==> src/source/fsab_mem_defines.svh <==
`ifndef FSAB_MEM_DEFINES_SVH
`define FSAB_MEM_DEFINES_SVH

// FSAB bus field widths
`define FSAB_DATA_W 64
`define FSAB_MASK_W 8
`define FSAB_ADDR_W 32
`define FSAB_LEN_W 4
`define FSAB_DID_W 4

// Burst and flow control limits
`define FSAB_LEN_MAX 8
`define FSAB_INITIAL_CREDITS 4

// Every outstanding request may be a full-length write
`define IDFIF_DEPTH (`FSAB_INITIAL_CREDITS * `FSAB_LEN_MAX)

// Backing store, 256 words of 64 bits
`define MEM_WORDS_LOG2 8

`endif

==> src/source/fsab_mem_pkg.sv <==
`default_nettype none

`include "fsab_mem_defines.svh"

package fsab_mem_pkg;

	typedef logic [`FSAB_DATA_W-1:0] fsab_data_t;
	typedef logic [`FSAB_MASK_W-1:0] fsab_mask_t;	// One bit per byte lane
	typedef logic [`FSAB_ADDR_W-1:0] fsab_addr_t;	// Byte address
	typedef logic [`FSAB_LEN_W-1:0] fsab_len_t;	// Beats, 1 to 8
	typedef logic [`FSAB_DID_W-1:0] fsab_did_t;
	typedef logic fsab_mode_t;

	localparam fsab_mode_t FSAB_READ = 1'b0;
	localparam fsab_mode_t FSAB_WRITE = 1'b1;

	typedef logic [`MEM_WORDS_LOG2-1:0] mem_index_t;

	typedef enum logic [1:0] {
		MEM_IDLE,	// Waiting for a complete request
		MEM_WRITE,	// One beat per cycle into memory
		MEM_READ,	// One beat per cycle to the result queue
		MEM_DRAIN	// Read response still leaving on fsabi
	} mem_state_t;

endpackage

`default_nettype wire

==> src/source/fsab_mem_if.sv <==
`timescale 1ns/100ps
`default_nettype none


// Read beats from execute to the result queue
interface fsab_rsp_if import fsab_mem_pkg::*; ();
	logic push;
	fsab_did_t did;
	fsab_did_t subdid;
	fsab_data_t data;
	logic last;	// Final beat of the response
	logic room;	// Space for a full burst
	logic done;	// Last beat is on fsabi

	modport execute (output push, did, subdid, data, last, input room, done);
	modport result (input push, did, subdid, data, last, output room, done);
endinterface

`default_nettype wire

==> src/source/fsab_rsp_result.sv <==
`timescale 1ns/100ps
`default_nettype none

`include "fsab_mem_defines.svh"

module fsab_rsp_result import fsab_mem_pkg::*; (
	input wire logic clk0_tb,
	input wire logic rst0_tb,
	fsab_rsp_if.result rsp,
	output logic fsabi_valid,
	output fsab_did_t fsabi_did,
	output fsab_did_t fsabi_subdid,
	output fsab_data_t fsabi_data
);
	localparam int DEPTH = `FSAB_LEN_MAX;
	localparam int AW = $clog2(DEPTH);
	localparam int RSP_W = 2 * $bits(fsab_did_t) + 1 + $bits(fsab_data_t);
	localparam logic [AW:0] ROOM_LIMIT = (AW + 1)'(DEPTH - `FSAB_LEN_MAX);

	logic [RSP_W-1:0] fifo_mem [DEPTH];
	logic [AW:0] wptr_q, rptr_q;
	logic [AW:0] used;
	logic [AW:0] lasts_q;	// Complete responses in the queue
	logic pop;
	logic head_last;
	fsab_did_t head_did, head_subdid;
	fsab_data_t head_data;
	logic valid_q;
	logic last_out_q;	// Beat on fsabi ends its response

	assign used = wptr_q - rptr_q;
	assign rsp.room = (used <= ROOM_LIMIT);

	// Oldest queued response is whole once any last flag is queued
	assign pop = (lasts_q != '0);
	assign {head_did, head_subdid, head_last, head_data} = fifo_mem[rptr_q[AW-1:0]];

	always_ff @(posedge clk0_tb or negedge rst0_tb) begin
		if (!rst0_tb) begin
			wptr_q <= '0;
			rptr_q <= '0;
			lasts_q <= '0;
			valid_q <= 1'b0;
			last_out_q <= 1'b0;
		end else begin
			if (rsp.push)
				wptr_q <= wptr_q + 1'b1;
			if (pop)
				rptr_q <= rptr_q + 1'b1;
			lasts_q <= lasts_q + (AW + 1)'(rsp.push && rsp.last)
				- (AW + 1)'(pop && head_last);
			valid_q <= pop;
			last_out_q <= pop && head_last;
		end
	end

	always_ff @(posedge clk0_tb) begin
		if (rsp.push)
			fifo_mem[wptr_q[AW-1:0]] <= {rsp.did, rsp.subdid, rsp.last, rsp.data};
		if (pop) begin
			fsabi_did <= head_did;
			fsabi_subdid <= head_subdid;
			fsabi_data <= head_data;
		end
	end

	assign fsabi_valid = valid_q;
	assign rsp.done = valid_q && last_out_q;

	// Mid-response beats are followed by another beat of the same requester
	a_ids_stable: assert property (@(posedge clk0_tb) disable iff (!rst0_tb)
		fsabi_valid && !last_out_q |=> fsabi_valid && $stable(fsabi_did)
			&& $stable(fsabi_subdid));

endmodule

`default_nettype wire

==> src/flat_wrapper.sv <==
// flat-port wrapper written by rule: the top's interface ports become plain ports
module fsab_rsp_result_flat import fsab_mem_pkg::*;
  (clk0_tb, rst0_tb, fsabi_valid, fsabi_did, fsabi_subdid, fsabi_data, rsp_push, rsp_did, rsp_subdid, rsp_data, rsp_last, rsp_room, rsp_done);
  fsab_rsp_if rsp_i ();
  input wire logic clk0_tb;
  input wire logic rst0_tb;
  output logic fsabi_valid;
  output fsab_did_t fsabi_did;
  output fsab_did_t fsabi_subdid;
  output fsab_data_t fsabi_data;
  input wire logic [$bits(rsp_i.push)-1:0] rsp_push;
  input wire logic [$bits(rsp_i.did)-1:0] rsp_did;
  input wire logic [$bits(rsp_i.subdid)-1:0] rsp_subdid;
  input wire logic [$bits(rsp_i.data)-1:0] rsp_data;
  input wire logic [$bits(rsp_i.last)-1:0] rsp_last;
  output wire logic [$bits(rsp_i.room)-1:0] rsp_room;
  output wire logic [$bits(rsp_i.done)-1:0] rsp_done;
  assign rsp_i.push = rsp_push;
  assign rsp_i.did = rsp_did;
  assign rsp_i.subdid = rsp_subdid;
  assign rsp_i.data = rsp_data;
  assign rsp_i.last = rsp_last;
  assign rsp_room = rsp_i.room;
  assign rsp_done = rsp_i.done;
  fsab_rsp_result u_core (.clk0_tb(clk0_tb), .rst0_tb(rst0_tb), .rsp(rsp_i), .fsabi_valid(fsabi_valid), .fsabi_did(fsabi_did), .fsabi_subdid(fsabi_subdid), .fsabi_data(fsabi_data));
endmodule
==> config.mk <==
export PLATFORM = sky130hd
export DESIGN_NAME = fsab_rsp_result_flat
export DESIGN_NICKNAME = d
export VERILOG_FILES = /design/src/source/fsab_mem_pkg.sv /design/src/source/fsab_mem_if.sv /design/src/source/fsab_rsp_result.sv /design/src/flat_wrapper.sv
export VERILOG_INCLUDE_DIRS = /design/src /design/src/source
export SDC_FILE = /design/constraint.sdc
export NUM_CORES = 1
export LEC_CHECK = 0
export ABC_AREA = 1
export BUFFER_PORTS_ARGS = -buffer_cell sky130_fd_sc_hd__buf_2
export CAP_MARGIN = 0
export CORE_ASPECT_RATIO = 1.25
export CORE_MARGIN = 4
export CORE_UTILIZATION = 60
export DETAILED_ROUTE_END_ITERATION = 10
export PLACE_DENSITY_LB_ADDON = 0.15
export SLEW_MARGIN = 25
export SYNTH_ARGS = -nofsm -noshare
export SYNTH_HDL_FRONTEND = slang
export SYNTH_SLANG_ARGS = --single-unit
==> constraint.sdc <==
create_clock -name clk0_tb -period 5.96 [get_ports clk0_tb]
set_input_delay 0.298 -clock clk0_tb [delete_from_list [all_inputs] [get_ports clk0_tb]]
set_output_delay 0.298 -clock clk0_tb [all_outputs]
set_load 0.05 [all_outputs]
# Word level (Yosys, flattened, before mapping)
# Memories as Yosys holds them, arrays and structs flattened.
# Index checks and enable logic that the tools add are counted.
[classes]
add_sub_neg = 5
magnitude_cmp = 1
muxes = 2
reduce_logical = 4
[op_table]
columns = ["op", "n"]
rows = [
  ["adder 4 x 1 -> 4 bit (second input constant)", 2],
  ["adder 4 x 1 -> 4 bit", 1],
  ["<= comparator 4 x 1 -> 1 bit (second input constant)", 1],
  ["nonzero test 4 bit", 1],
  ["subtractor 4 x 1 -> 4 bit", 1],
  ["subtractor 4 bit", 1],
  ["logical AND 1 bit", 3],
  ["2-to-1 mux 1 bit", 2],
]
[totals]
register_bits = 86
mem_bits_rw = 584
input_bits = 76
elab_cells = 21
mem_count = 1
[memory_table]
columns = ["memory", "depth", "width", "rd", "rd_ports_with_merged_regs", "wr", "line", "source"]
rows = [
  ["u_core.fifo_mem", 8, 73, 1, 0, 1, "fsab_rsp_result.sv:20", "logic [RSP_W-1:0] fifo_mem [DEPTH];"],
]

# Logic depth before layout (Yosys ltp)
[depth]
ltp_word = 3
ltp_mapped = 15
mapped_depth_nobuf = 12

# Worst setup path before layout
# Ideal clock, no wire load.
[synth_timing]
kind = "input -> register"
startpoint = "in rsp_push"
endpoint = "mem u_core.fifo_mem[7][0] (netlist bit) (enable)"
arrival_time_ns = 3.662
slack_ns = 1.790
path_stages = 3
n_path_buf = 1
cell_sequence = "clkbuf_2 > nand2_1 > nor2_1"
[synth_via]
elab_chain_len = 2
[synth_lines]
columns = ["item", "line", "source"]
rows = [
  ["from (decl)", "flat_wrapper.sv:11", "input wire logic [$bits(rsp_i.push)-1:0] rsp_push;"],
  ["2-to-1 mux 1 bit", "fsab_rsp_result.sv:58", "if (rsp.push)"],
  ["2-to-1 mux 1 bit (not written as such)", "fsab_rsp_result.sv:59", "fifo_mem[wptr_q[AW-1:0]] <= {rsp.did, rsp.subdid, rsp.last, rsp.data};"],
  ["to (decl)", "fsab_rsp_result.sv:20", ""],
]
# No other way between the ends.

# Final worst setup path
[layout_timing]
startpoint = "reg u_core.rptr_q[1]"
endpoint = "out rsp_room"
[layout_via]
elab_chain_len = 2
[layout_lines]
columns = ["item", "line", "source"]
rows = [
  ["from (decl)", "fsab_rsp_result.sv:21", "logic [AW:0] wptr_q, rptr_q;"],
  ["from (signal assigned)", "fsab_rsp_result.sv:49", "rptr_q <= rptr_q + 1'b1;"],
  ["subtractor 4 bit", "fsab_rsp_result.sv:31", "assign used = wptr_q - rptr_q;"],
  ["<= comparator 4 x 1 -> 1 bit", "fsab_rsp_result.sv:32", "assign rsp.room = (used <= ROOM_LIMIT);"],
  ["to (decl)", "flat_wrapper.sv:16", "output wire logic [$bits(rsp_i.room)-1:0] rsp_room;"],
]
# No other way between the ends.

==> impl_metrics.json <==
{
  "yosysUniqueCellTypes": 21,
  "fill_cells": 2986,
  "finalPower_mw": 16.0,
  "grt_max_degree": 186,
  "end_kind": "output pin",
  "via_per_inst": 5.49,
  "crit_required_ns": 5.66,
  "finalHoldViolations": 0,
  "synth_edf_count": 656,
  "synth_nets": 2201,
  "coreArea_um2": 43200,
  "cts_resized": 0,
  "clock-sinks": 670,
  "synth_top_area_cell": "edfxtp_1",
  "cts_buffers": 59,
  "routed_wl_um": 56700,
  "cp.arrival_ns": 3.41,
  "cp-start-kind": "register",
  "place_inst": 2740,
  "finalNonFillerCells": 2933,
  "crit_type": "register to output pin",
  "post-route-drc-count": 0,
  "clk_latency_ns": 0.61,
  "synthTopCellsByCount": "edfxtp_1, nor2_1, nand2_1",
  "cts_hold_buf": 75,
  "fin_nets": 2398,
  "syn_area_um2": 26200,
  "drive_above_1_share": 0.118,
  "tritoncts": "done",
  "die_w_um": 195,
  "die_area_um2": 47100,
  "ys_warn_count": 0,
  "grt_usage": 0.237,
  "worst_slew_pin_slew_ns": 1.06,
  "cts_setup_buffers": 0,
  "drt_pass1_iterations": 5,
  "clock_skew_ns": 0.0316,
  "post_drt_wl_per_cell_um": 19.3,
  "yosys-top-cells-area": "edfxtp_1, nor2_1, nand2_1, o21ai_1, dfrtp_1",
  "ys_ff_latch": 670,
  "synth_ff_type": "edfxtp_1",
  "grt_pass1_vias": 16100,
  "start_util": 0.607,
  "die-height_um": 242,
  "finalCritPeriodShare": 0.622,
  "p_leak_nw": 11.2,
  "slew-limit-headroom": 0.294,
  "ios": 151,
  "drtAntennaViolNets": 0,
  "path_max_fanout": 84,
  "globalRouteOverflowTotal": 0,
  "synth_seq_area_share": 0.765,
  "rsz0062_at_grt": "false",
  "dp_hpwl_um": 28100,
  "setup_viol": 0,
  "grt_pass1_wl_um": 88200,
  "rows": 85,
  "peakVddDrop_v": 0.000505,
  "synth_area_per_cell_um2": 12.4,
  "utilization": 0.698,
  "drtIter0Drc": 1346,
  "cts_root_buf": "clkbuf_16",
  "clk_pin_slew_worst_paths_ns": 0.06,
  "place_congestion": 0.747,
  "status": "complete, no violations",
  "yosysMostFrequentCell": "edfxtp_1",
  "synth-async-reset-ratio": 0.0209,
  "power_density_nw_per_um2": 532,
  "fin_area_um2": 30100,
  "clock.fmax_mhz": 270,
  "fin_setup_tns_ns": 0,
  "dr_total_vias": 16100,
  "synth_top_cell_area_share": 0.751,
  "hold_class": "input pin to asynchronous set/reset pin",
  "cap_violations": 0,
  "port-buffer-count": 150,
  "clockBufferDepth": 3,
  "slew_viol_final": 0,
  "period_minus_slack_ns": 3.71,
  "antenna_found_initial": 5,
  "syn_inst": 2114,
  "place_area_um2": 27400,
  "synthToLayoutAreaGrowth_pct": 14.9,
  "cts-htree-levels": 2
}
sequential cells by signal, summed over array words and instances, names as in the netlist:
name	flops
u_core.fsabi_subdid	4
u_core.wptr_q	4
u_core.lasts_q	4
u_core.fsabi_data	64
u_core.rptr_q	4
u_core.last_out_q	1
u_core.fsabi_did	4
u_core.fifo_mem	584
u_core.fsabi_valid	1
power by group:
part / internal, mW / leakage (nW) / total (mW) / switching, mW
combinational: 1.46 / 4.03 / 5.52 / 4.05
clock: 2.19 / 0.969 / 3.80 / 1.61
sequential: 6.28 / 6.24 / 6.71 / 0.432
total: 9.94 / 11.2 / 16.0 / 6.10
placed cells by master (no fill, tap or decap), types with 2 or more instances in the layout:
cell type      count
a21oi_1            2
buf_12             2
buf_16             2
buf_2            150
buf_4             18
buf_6              3
bufinv_16          8
clkbuf_1           7
clkbuf_16         60
clkinv_1          17
clkinv_2          17
clkinv_8           2
dfrtp_1           11
dfrtp_4            3
diode_2            6
dlygate4sd3_1     75
edfxtp_1         656
ha_1              10
inv_1             25
inv_6              2
nand2_1          390
nand3_1           10
nor2_1           579
nor2_4             8
o21ai_0           37
o21ai_1          254
xnor2_1            2
xor2_1             7
critical path, stage by stage (launching register included):
cell,delay [ns]
dfrtp_4,1.08
inv_6,0.51
ha_1,0.48
nand3_1,0.11
nand2_1,0.06
nand2_1,0.06
nand2_1,0.05
nor2_1,0.10
buf_2,0.27
final cells by class:
type / instances / area (um^2) / area share
flip-flops and latches: 670 / 20100 / 0.666
multi-input cells: 1302 / 5490 / 0.182
repair buffers: 250 / 1770 / 0.0586
clock buffers: 68 / 1540 / 0.0512
well taps: 565 / 707 / 0.0235
clock inverters: 44 / 417 / 0.0138
inverters: 28 / 124 / 0.00411
diodes: 6 / 15.0 / 0.000498
routing by layer:
metal,GRT usage,vias up,routed length [um]
li1,-,7656,-
met1,0.318,7855,23400
met2,0.411,504,29000
met4,0.0620,0,1040
met5,0,-,0
met3,0.0348,95,3230
through the flow:
stage	setup slack [ns]	hold WS, ns
after floorplan	1.79	0.00241
final	2.25	0.168
after global placement	2.70	0.227
after CTS	2.28	0.170
after global routing	2.08	0.187
after detailed placement	2.64	0.240
kinds of logic (layout without fill, tap and decap cells):
group / count (synthesis) / after routing / share of synthesized area
XOR/XNOR: 9 / 9 / 0.00301
AND/OR/NAND/NOR: 989 / 989 / 0.142
buffers and inverters: 142 / 390 / 0.0288
adder cells (fa/ha/maj): 11 / 11 / 0.00553
flip-flops: 670 / 670 / 0.765
other: 0 / 6 / 0
AO/OA/AOI/OAI: 293 / 293 / 0.0559
path summary, 6_finish.rpt:
check                      cells after the start                end  slack, ns              from
max                                            8           rsp_room       2.25  u_core.rptr_q[1]
min                                            2   u_core.wptr_q[0]       0.17           rst0_tb
max reg2reg                                   10  u_core.lasts_q[2]       2.62  u_core.rptr_q[1]
min reg2reg                                    1   u_core.wptr_q[3]       0.49  u_core.wptr_q[3]
max in group asynchronous                      2   u_core.rptr_q[2]       5.48           rst0_tb
min in group clk0_tb                           1   u_core.wptr_q[3]       0.49  u_core.wptr_q[3]
No activity file was read; power rests on OpenSTA's default activity.
