--- config.mk ---
export PLATFORM = sky130hd
export DESIGN_NAME = fsab_req_decode_flat
export DESIGN_NICKNAME = d
export VERILOG_FILES = /design/src/source/fsab_mem_pkg.sv /design/src/source/fsab_mem_if.sv /design/src/source/fsab_req_decode.sv /design/src/flat_wrapper.sv
export VERILOG_INCLUDE_DIRS = /design/src /design/src/source
export SDC_FILE = /design/constraint.sdc
export NUM_CORES = 2
export LEC_CHECK = 0
export BUFFER_PORTS_ARGS = -buffer_cell sky130_fd_sc_hd__buf_2
export CORE_UTILIZATION = 25
export CTS_CLUSTER_DIAMETER = 120
export DETAILED_ROUTE_END_ITERATION = 7
export PLACE_DENSITY = 0.43
export RECOVER_POWER = 50
export SETUP_SLACK_MARGIN = 0.3
export SYNTH_ARGS = -nofsm -noshare
export SYNTH_HDL_FRONTEND = slang
export SYNTH_SLANG_ARGS = --single-unit
--- constraint.sdc ---
create_clock -name clk0_tb -period 7.2 [get_ports clk0_tb]
set_clock_uncertainty 0.15 [all_clocks]
set_input_delay 0.72 -clock clk0_tb [delete_from_list [all_inputs] [get_ports clk0_tb]]
set_output_delay 0.72 -clock clk0_tb [all_outputs]
set_load 0.005 [all_outputs]
--- src/source/fsab_mem_defines.svh ---
`ifndef FSAB_MEM_DEFINES_SVH
`define FSAB_MEM_DEFINES_SVH

// FSAB bus field widths
`define FSAB_DATA_W 64
`define FSAB_MASK_W 8
`define FSAB_ADDR_W 32
`define FSAB_LEN_W 4
`define FSAB_DID_W 4

// Burst and flow control limits
`define FSAB_LEN_MAX 8
`define FSAB_INITIAL_CREDITS 4

// Every outstanding request may be a full-length write
`define IDFIF_DEPTH (`FSAB_INITIAL_CREDITS * `FSAB_LEN_MAX)

// Backing store, 256 words of 64 bits
`define MEM_WORDS_LOG2 8

`endif

--- src/source/fsab_mem_pkg.sv ---
`default_nettype none

`include "fsab_mem_defines.svh"

package fsab_mem_pkg;

	typedef logic [`FSAB_DATA_W-1:0] fsab_data_t;
	typedef logic [`FSAB_MASK_W-1:0] fsab_mask_t;	// One bit per byte lane
	typedef logic [`FSAB_ADDR_W-1:0] fsab_addr_t;	// Byte address
	typedef logic [`FSAB_LEN_W-1:0] fsab_len_t;	// Beats, 1 to 8
	typedef logic [`FSAB_DID_W-1:0] fsab_did_t;
	typedef logic fsab_mode_t;

	localparam fsab_mode_t FSAB_READ = 1'b0;
	localparam fsab_mode_t FSAB_WRITE = 1'b1;

	typedef logic [`MEM_WORDS_LOG2-1:0] mem_index_t;

	typedef enum logic [1:0] {
		MEM_IDLE,	// Waiting for a complete request
		MEM_WRITE,	// One beat per cycle into memory
		MEM_READ,	// One beat per cycle to the result queue
		MEM_DRAIN	// Read response still leaving on fsabi
	} mem_state_t;

endpackage

`default_nettype wire

--- src/source/fsab_mem_if.sv ---
`timescale 1ns/100ps
`default_nettype none

// Request head from decode to execute
interface fsab_req_if import fsab_mem_pkg::*; ();
	logic hdr_valid;	// Complete request at queue head
	fsab_mode_t mode;
	fsab_did_t did;
	fsab_did_t subdid;
	fsab_addr_t addr;
	fsab_len_t len;
	fsab_data_t beat_data;	// Head of the data FIFO
	fsab_mask_t beat_mask;
	logic hdr_pop;
	logic beat_pop;

	modport decode (output hdr_valid, mode, did, subdid, addr, len, beat_data, beat_mask,
		input hdr_pop, beat_pop);
	modport execute (input hdr_valid, mode, did, subdid, addr, len, beat_data, beat_mask,
		output hdr_pop, beat_pop);
endinterface


`default_nettype wire

--- src/source/fsab_req_decode.sv ---
`timescale 1ns/100ps
`default_nettype none

`include "fsab_mem_defines.svh"

module fsab_req_decode import fsab_mem_pkg::*; (
	input wire logic clk0_tb,
	input wire logic rst0_tb,
	input wire logic fsabo_valid,
	input wire fsab_mode_t fsabo_mode,
	input wire fsab_did_t fsabo_did,
	input wire fsab_did_t fsabo_subdid,
	input wire fsab_addr_t fsabo_addr,
	input wire fsab_len_t fsabo_len,
	input wire fsab_data_t fsabo_data,
	input wire fsab_mask_t fsabo_mask,
	fsab_req_if.decode req
);
	localparam int HDR_AW = $clog2(`FSAB_INITIAL_CREDITS);
	localparam int BEAT_AW = $clog2(`IDFIF_DEPTH);
	localparam int CNT_W = $clog2(`FSAB_INITIAL_CREDITS + 1);
	localparam int HDR_W = $bits(fsab_mode_t) + 2 * $bits(fsab_did_t) + $bits(fsab_addr_t)
		+ $bits(fsab_len_t);
	localparam int BEAT_W = $bits(fsab_data_t) + $bits(fsab_mask_t);

	logic [HDR_W-1:0] hdr_mem [`FSAB_INITIAL_CREDITS];
	logic [BEAT_W-1:0] beat_mem [`IDFIF_DEPTH];
	logic [HDR_AW:0] hdr_wptr_q, hdr_rptr_q;	// Extra bit tells full from empty
	logic [BEAT_AW:0] beat_wptr_q, beat_rptr_q;
	fsab_len_t rem_q;	// Write beats still to come
	logic [CNT_W-1:0] cnt_q;	// Complete requests queued
	logic hdr_cycle;
	logic hdr_push;
	logic beat_push;
	logic req_done;
	logic hdr_full;
	logic beat_empty;

	assign hdr_cycle = fsabo_valid && (rem_q == '0);
	assign hdr_push = hdr_cycle;
	assign beat_push = fsabo_valid && ((rem_q != '0) || (fsabo_mode == FSAB_WRITE));

	// Read header or the final write beat completes a request
	assign req_done = (hdr_cycle && (fsabo_mode == FSAB_READ || fsabo_len == fsab_len_t'(1)))
		|| (fsabo_valid && rem_q == fsab_len_t'(1));

	assign hdr_full = (hdr_wptr_q[HDR_AW] != hdr_rptr_q[HDR_AW])
		&& (hdr_wptr_q[HDR_AW-1:0] == hdr_rptr_q[HDR_AW-1:0]);
	assign beat_empty = (beat_wptr_q == beat_rptr_q);

	always_ff @(posedge clk0_tb or negedge rst0_tb) begin
		if (!rst0_tb) begin
			rem_q <= '0;
			cnt_q <= '0;
			hdr_wptr_q <= '0;
			hdr_rptr_q <= '0;
			beat_wptr_q <= '0;
			beat_rptr_q <= '0;
		end else begin
			if (hdr_cycle && fsabo_mode == FSAB_WRITE)
				rem_q <= fsabo_len - fsab_len_t'(1);
			else if (fsabo_valid && rem_q != '0)
				rem_q <= rem_q - fsab_len_t'(1);
			cnt_q <= cnt_q + CNT_W'(req_done) - CNT_W'(req.hdr_pop);
			if (hdr_push)
				hdr_wptr_q <= hdr_wptr_q + 1'b1;
			if (req.hdr_pop)
				hdr_rptr_q <= hdr_rptr_q + 1'b1;
			if (beat_push)
				beat_wptr_q <= beat_wptr_q + 1'b1;
			if (req.beat_pop)
				beat_rptr_q <= beat_rptr_q + 1'b1;
		end
	end

	always_ff @(posedge clk0_tb) begin
		if (hdr_push)
			hdr_mem[hdr_wptr_q[HDR_AW-1:0]] <= {fsabo_mode, fsabo_did, fsabo_subdid,
				fsabo_addr, fsabo_len};
		if (beat_push)
			beat_mem[beat_wptr_q[BEAT_AW-1:0]] <= {fsabo_data, fsabo_mask};
	end

	assign req.hdr_valid = (cnt_q != '0);
	assign {req.mode, req.did, req.subdid, req.addr, req.len} = hdr_mem[hdr_rptr_q[HDR_AW-1:0]];
	assign {req.beat_data, req.beat_mask} = beat_mem[beat_rptr_q[BEAT_AW-1:0]];

	// A fifth outstanding request means the master ignored its credits
	a_hdr_no_overflow: assert property (@(posedge clk0_tb) disable iff (!rst0_tb)
		hdr_push |-> !hdr_full);

	a_beat_no_underflow: assert property (@(posedge clk0_tb) disable iff (!rst0_tb)
		req.beat_pop |-> !beat_empty);

endmodule

`default_nettype wire

--- src/flat_wrapper.sv ---
// flat-port wrapper written by rule: the top's interface ports become plain ports
module fsab_req_decode_flat import fsab_mem_pkg::*;
  (clk0_tb, rst0_tb, fsabo_valid, fsabo_mode, fsabo_did, fsabo_subdid, fsabo_addr, fsabo_len, fsabo_data, fsabo_mask, req_hdr_valid, req_mode, req_did, req_subdid, req_addr, req_len, req_beat_data, req_beat_mask, req_hdr_pop, req_beat_pop);
  fsab_req_if req_i ();
  input wire logic clk0_tb;
  input wire logic rst0_tb;
  input wire logic fsabo_valid;
  input wire fsab_mode_t fsabo_mode;
  input wire fsab_did_t fsabo_did;
  input wire fsab_did_t fsabo_subdid;
  input wire fsab_addr_t fsabo_addr;
  input wire fsab_len_t fsabo_len;
  input wire fsab_data_t fsabo_data;
  input wire fsab_mask_t fsabo_mask;
  output wire logic [$bits(req_i.hdr_valid)-1:0] req_hdr_valid;
  output wire logic [$bits(req_i.mode)-1:0] req_mode;
  output wire logic [$bits(req_i.did)-1:0] req_did;
  output wire logic [$bits(req_i.subdid)-1:0] req_subdid;
  output wire logic [$bits(req_i.addr)-1:0] req_addr;
  output wire logic [$bits(req_i.len)-1:0] req_len;
  output wire logic [$bits(req_i.beat_data)-1:0] req_beat_data;
  output wire logic [$bits(req_i.beat_mask)-1:0] req_beat_mask;
  input wire logic [$bits(req_i.hdr_pop)-1:0] req_hdr_pop;
  input wire logic [$bits(req_i.beat_pop)-1:0] req_beat_pop;
  assign req_hdr_valid = req_i.hdr_valid;
  assign req_mode = req_i.mode;
  assign req_did = req_i.did;
  assign req_subdid = req_i.subdid;
  assign req_addr = req_i.addr;
  assign req_len = req_i.len;
  assign req_beat_data = req_i.beat_data;
  assign req_beat_mask = req_i.beat_mask;
  assign req_i.hdr_pop = req_hdr_pop;
  assign req_i.beat_pop = req_beat_pop;
  fsab_req_decode u_core (.clk0_tb(clk0_tb), .rst0_tb(rst0_tb), .fsabo_valid(fsabo_valid), .fsabo_mode(fsabo_mode), .fsabo_did(fsabo_did), .fsabo_subdid(fsabo_subdid), .fsabo_addr(fsabo_addr), .fsabo_len(fsabo_len), .fsabo_data(fsabo_data), .fsabo_mask(fsabo_mask), .req(req_i));
endmodule
After elaboration in Yosys (flattened, before gate mapping)
Memories as Yosys holds them, arrays and structs flattened.
Index checks and enable logic that the tools add are counted.
- RAM bits: 2484
- register bits after elaboration: 25
- memories kept: 2
- output and inout port bits: 118
- latch bits: 0
- memory bits (read-only): 0
- memory list (name ; words ; width ; read ports ; clocked after memory_dff ; wr ports ; RTL line ; source):
    u_core.beat_mem ; 32 ; 72 ; 1 ; 0 ; 1 ; fsab_req_decode.sv:27 ; logic [BEAT_W-1:0] beat_mem [`IDFIF_DEPTH];
    u_core.hdr_mem ; 4 ; 45 ; 1 ; 0 ; 1 ; fsab_req_decode.sv:26 ; logic [HDR_W-1:0] hdr_mem [`FSAB_INITIAL_CREDITS];
- shifts and indexed selects: 0
- $mul: 0
- order comparisons: 0
- divide/modulo/power cells: 0
- add/sub/neg operators: 8
- reductions and logical operators: 13
- muxes and demuxes: 6
- equality and inequality tests: 2
- bitwise logic cells: 1
- operators by type and width (cell ; count):
    adder 6 x 1 -> 6 bit, second input constant ; 2
    == test 4 x 1 -> 1 bit, second input constant ; 2
    two-way mux 4 bit ; 2
    subtractor 4 x 1 -> 4 bit, second input constant ; 2
    adder 3 x 1 -> 3 bit, second input constant ; 2
    logical AND 1 bit ; 6
    zero test 4 bit ; 1
    two-way mux 1 bit ; 4
    nonzero test 4 bit ; 1
    adder 3 x 1 -> 3 bit ; 1
    logical OR 1 bit ; 3
    nonzero test 3 bit ; 1
    subtractor 3 x 1 -> 3 bit ; 1
    nonzero test 2 bit ; 1
    NOT 1 bit ; 1

Logic depth before layout (Yosys ltp)
- depth after elaboration: 6
- mapped depth: 10
- gate-level depth less buffers: 10

Least setup slack after synthesis
OpenSTA, ideal clock, no wires.
- path type: register to register
- start: reg u_core.rem_q[0]
- end: mem u_core.beat_mem[12][0] (netlist bit) (enable)
- setup time: 0.503 ns
- arrival: 4.381 ns
- data required time: 6.547 ns
- path buffers: 1
- slack: 2.166 ns
- cell stages (with the launch flop): 8
- cells stage by stage: dfrtp_1 -> inv_1 -> ha_1 -> or3b_2 -> o21a_1 -> buf_2 -> nand2_1 -> nor2_1
- cells in the longest elaborated chain, start to end: 5
- ends and longest elaborated chain (element ; RTL line ; source):
    from (decl) ; fsab_req_decode.sv:30 ; fsab_len_t rem_q;
    from (signal assigned) ; fsab_req_decode.sv:61 ; rem_q <= fsabo_len - fsab_len_t'(1);
    from (signal assigned) ; fsab_req_decode.sv:63 ; rem_q <= rem_q - fsab_len_t'(1);
    nonzero test 4 bit ; fsab_req_decode.sv:41 ; assign beat_push = fsabo_valid && ((rem_q != '0) || (fsabo_mode == FSAB_WRITE));
    logical OR 1 bit ; fsab_req_decode.sv:41 ;
    logical AND 1 bit ; fsab_req_decode.sv:41 ;
    two-way mux 1 bit ; fsab_req_decode.sv:80 ; if (beat_push)
    two-way mux 1 bit (implied by the code) ; fsab_req_decode.sv:81 ; beat_mem[beat_wptr_q[BEAT_AW-1:0]] <= {fsabo_data, fsabo_mask};
    to (decl) ; fsab_req_decode.sv:27 ;
No other way between the ends.

Final worst setup path
- start: reg u_core.beat_rptr_q[0]
- end: out req_beat_data[16]
- cells in the longest elaborated chain, start to end: 1
- ends and longest elaborated chain (element ; RTL line ; source):
    from (decl) ; fsab_req_decode.sv:29 ; logic [BEAT_AW:0] beat_wptr_q, beat_rptr_q;
    from (signal assigned) ; fsab_req_decode.sv:72 ; beat_rptr_q <= beat_rptr_q + 1'b1;
    memory read (32 x 72 bit) ; - ;
    to (decl) ; flat_wrapper.sv:21 ; output wire logic [$bits(req_i.beat_data)-1:0] req_beat_data;
No other way between the ends.

==> results.sh <==
export IMPL_synth_seq_cells=2505
export IMPL_io_buffers=239
export IMPL_cts_tree="done"
export IMPL_hold_ws_ns=0.325
export IMPL_synthFlopType="edfxtp_1"
export IMPL_synth_top_family_by_area="multiplexers"
export IMPL_grt_overflow=0
export IMPL_path_class="reg -> out"
export IMPL_p_leak_nw=34.8
export IMPL_dp_cells=9421
export IMPL_clkTransAtPathRegs_ns=0.06
export IMPL_synth_top_area_cell="edfxtp_1"
export IMPL_clkLatencyLatePin_ns=0.87
export IMPL_routabilityCongestion=0.706
export IMPL_row_count=226
export IMPL_rsz0062_at_grt="false"
export IMPL_wl_mm=277
export IMPL_r2r_end="u_core.hdr_mem[2][15]"
export IMPL_fin_crit_ns=5.58
export IMPL_synthAdderAreaFrac_pct=0.231
export IMPL_synth_area_leaders="edfxtp_1, mux4_2, mux2i_1"
export IMPL_muxShareOfSynthArea_pct=14.1
export IMPL_route_detailed_drc=0
export IMPL_min_delay_start="u_core.cnt_q[2]"
export IMPL_avgSynthCellArea_um2=22.1
export IMPL_dp_hpwl_mm=143
export IMPL_ys_seq_area_share_pct=78.7
export IMPL_wl_per_cell_um=27.8
export IMPL_synth_area_um2=95400
export IMPL_clock_root_buffer="clkbuf_16"
export IMPL_drt_iter0_drc=3853
export IMPL_grt_usage_pct=14.1
export IMPL_yosys_cell_types_count=44
export IMPL_via_per_inst=4.58
export IMPL_area_growth_pct=17.3
export IMPL_grt_pass1_vias=47800
export IMPL_max_slew_margin_pct=-111
export IMPL_hold_path_class="reg -> reg"
export IMPL_core_region_area_um2=379000
export IMPL_peakVddDrop_mv=0.652
export IMPL_outcome="finished, violations left"
export IMPL_fillers=36900
export IMPL_postCtsResizedCells=0
export IMPL_syn_nets=4461
export IMPL_reg2reg_depth=5
export IMPL_cts_post_setup_buffers_inserted=0
export IMPL_synth_simple_area_share_pct=0.440
export IMPL_synth_compound_area_share_pct=4.71
export IMPL_r2r_start="u_core.rem_q[0]"
export IMPL_yosys_area_share_xor_xnor_pct=0.138
export IMPL_tightest_slew_ns=3.17
export IMPL_yosysWarningCount=0
export IMPL_nNetsFinal=4876
export IMPL_layout_cells_non_filler=9977
export IMPL_antenna_found_initial=40
export IMPL_max_freq_ghz=0.179
export IMPL_die_w_um=620
export IMPL_initial_utilization_pct=25.2
export IMPL_grt_pass1_wl_mm=384
export IMPL_dieHeight_um=620
export IMPL_pin_count=240
export IMPL_cts_sinks=2505
export IMPL_synth_top_cell_area_share_pct=78.2
export IMPL_firstDrtPassIters=7
export IMPL_drive_above_1_share_pct=22.7
export IMPL_fin_crit_sh_pct=77.5
export IMPL_fin_setup_tns_ns=0
export IMPL_worstSetupEndpointType="output port"
export IMPL_startpoint="u_core.beat_rptr_q[0]"
export IMPL_synthesis_instances=4322
export IMPL_cts_buffers=281
export IMPL_grt_start_max_net_pins=133
export IMPL_cp_start_kind="flip-flop"
export IMPL_synth_edf_count=2484
export IMPL_cap_violations=5
export IMPL_violations="max-capacitance violations, max-slew violations"
export IMPL_die_area_um2=384000
export IMPL_clock_path_buffers=4
export IMPL_ys_async_sr_fraction_pct=0.838
export IMPL_cp_max_fo=93
export IMPL_rrSetupSlack_ns=2.58
export IMPL_drv_slew=193
export IMPL_vias=45700
export IMPL_power_density_nw_per_um2=391
export IMPL_setup_viol=0
export IMPL_finalHoldViolCount=0
export IMPL_cts_htree_levels=5
export IMPL_synth_common_cells="edfxtp_1, mux2i_1, mux4_2, a22oi_1, o22ai_1"
export IMPL_crit_end="req_beat_data[16]"
export IMPL_synth_most_common_cell="edfxtp_1"
export IMPL_arrival_ns=4.71
export IMPL_crit_required_ns=6.33
export IMPL_detail_route_antenna_nets=0
[stage by stage]
step                      worst slack (ns)  total power [mW]  instance area (um^2)  util, %
final                                 1.62              43.8                112000     29.5
after global routing                  1.40              45.7                112000     29.5
after CTS                             1.44              44.7                112000     29.5
after detailed placement              2.45              30.8                103000     27.1
after global placement                2.44              30.8                103000     27.1
after floorplan                       2.17              25.5                 95400        -
[layout by cell type (no fill, tap or decap), types with 9 or more instances in the layout]
cell type / n
a211oi_2: 70
a21oi_1: 77
a22oi_1: 216
buf_12: 33
buf_2: 120
buf_4: 65
bufinv_16: 14
clkbuf_1: 187
clkbuf_16: 285
clkinv_1: 60
clkinv_2: 44
clkinv_8: 9
dfrtp_1: 17
dlygate4sd3_1: 49
edfxtp_1: 2484
ha_1: 16
inv_1: 12
mux2i_1: 432
mux4_2: 405
nand2_1: 15
nor2_4: 33
o221ai_1: 72
o22ai_1: 145
xnor2_1: 11
[area by class of cell]
cell class,count,area [um^2],area share [%]
Multi-Input combinational cell,1548,19100,17.0
Timing Repair Buffer,389,2700,2.41
Clock buffer,351,7390,6.60
Inverter,12,45.0,0.0402
Clock inverter,149,1310,1.17
Tap cell,5016,6280,5.61
Antenna cell,7,17.5,0.0157
Sequential cell,2505,75100,67.1
[flip-flops by register name, indices dropped and copies added, names as in the netlist]
register,cells
u_core.beat_wptr_q,5
u_core.hdr_mem,180
u_core.hdr_rptr_q,2
u_core.cnt_q,3
u_core.beat_rptr_q,5
u_core.rem_q,4
u_core.beat_mem,2304
u_core.hdr_wptr_q,2
[power by group]
group | internal, mW | switching, mW
Combinational | 4.77 | 7.92
Clock | 7.83 | 5.88
Sequential | 17.0 | 0.415
Total | 29.6 | 14.2
[critical path, cell delays in order, from the launching register on]
cell and delay, ns:
dfrtp_4 1.00, buf_12 0.59, buf_4 0.74, mux2i_1 0.16, a22oi_1 0.21, o22ai_1 0.15
a211oi_2 0.47, buf_2 0.21
[per-layer routing]
layer / routed length (um) / vias up / global-route usage (%)
met3: 12700 / 388 / 2.25
met1: 124000 / 24900 / 19.1
li1: - / 19300 / -
met4: 5940 / 18 / 3.40
met2: 134000 / 1109 / 23.7
met5: 117 / - / 0
[kinds of logic after synthesis]
kind of cell    Yosys count
flops                  2505
mux                     839
compound gates          591
buf+inv                 269
simple gates             86
fa+ha+maj                17
xor+xnor                 15
[what timing repair did]
item                                    CTS  global route
endpoints found under the hold margin   212             0
hold buffers                             49             0
endpoints found under the setup margin    0             0
[worst min-delay path by stage]
stage	to	slack, ns	depth (start not counted)
6_report	u_core.cnt_q[2]	0.33	1
5_1_grt	u_core.cnt_q[2]	0.36	1
4_1_cts	u_core.beat_mem[31][67]	0.09	1
3_5_place_dp	u_core.cnt_q[2]	0.32	1
3_3_place_gp	u_core.cnt_q[2]	0.31	1
2_1_floorplan	u_core.beat_rptr_q[0]	0.27	0
Power figures use the tool's default switching activity.
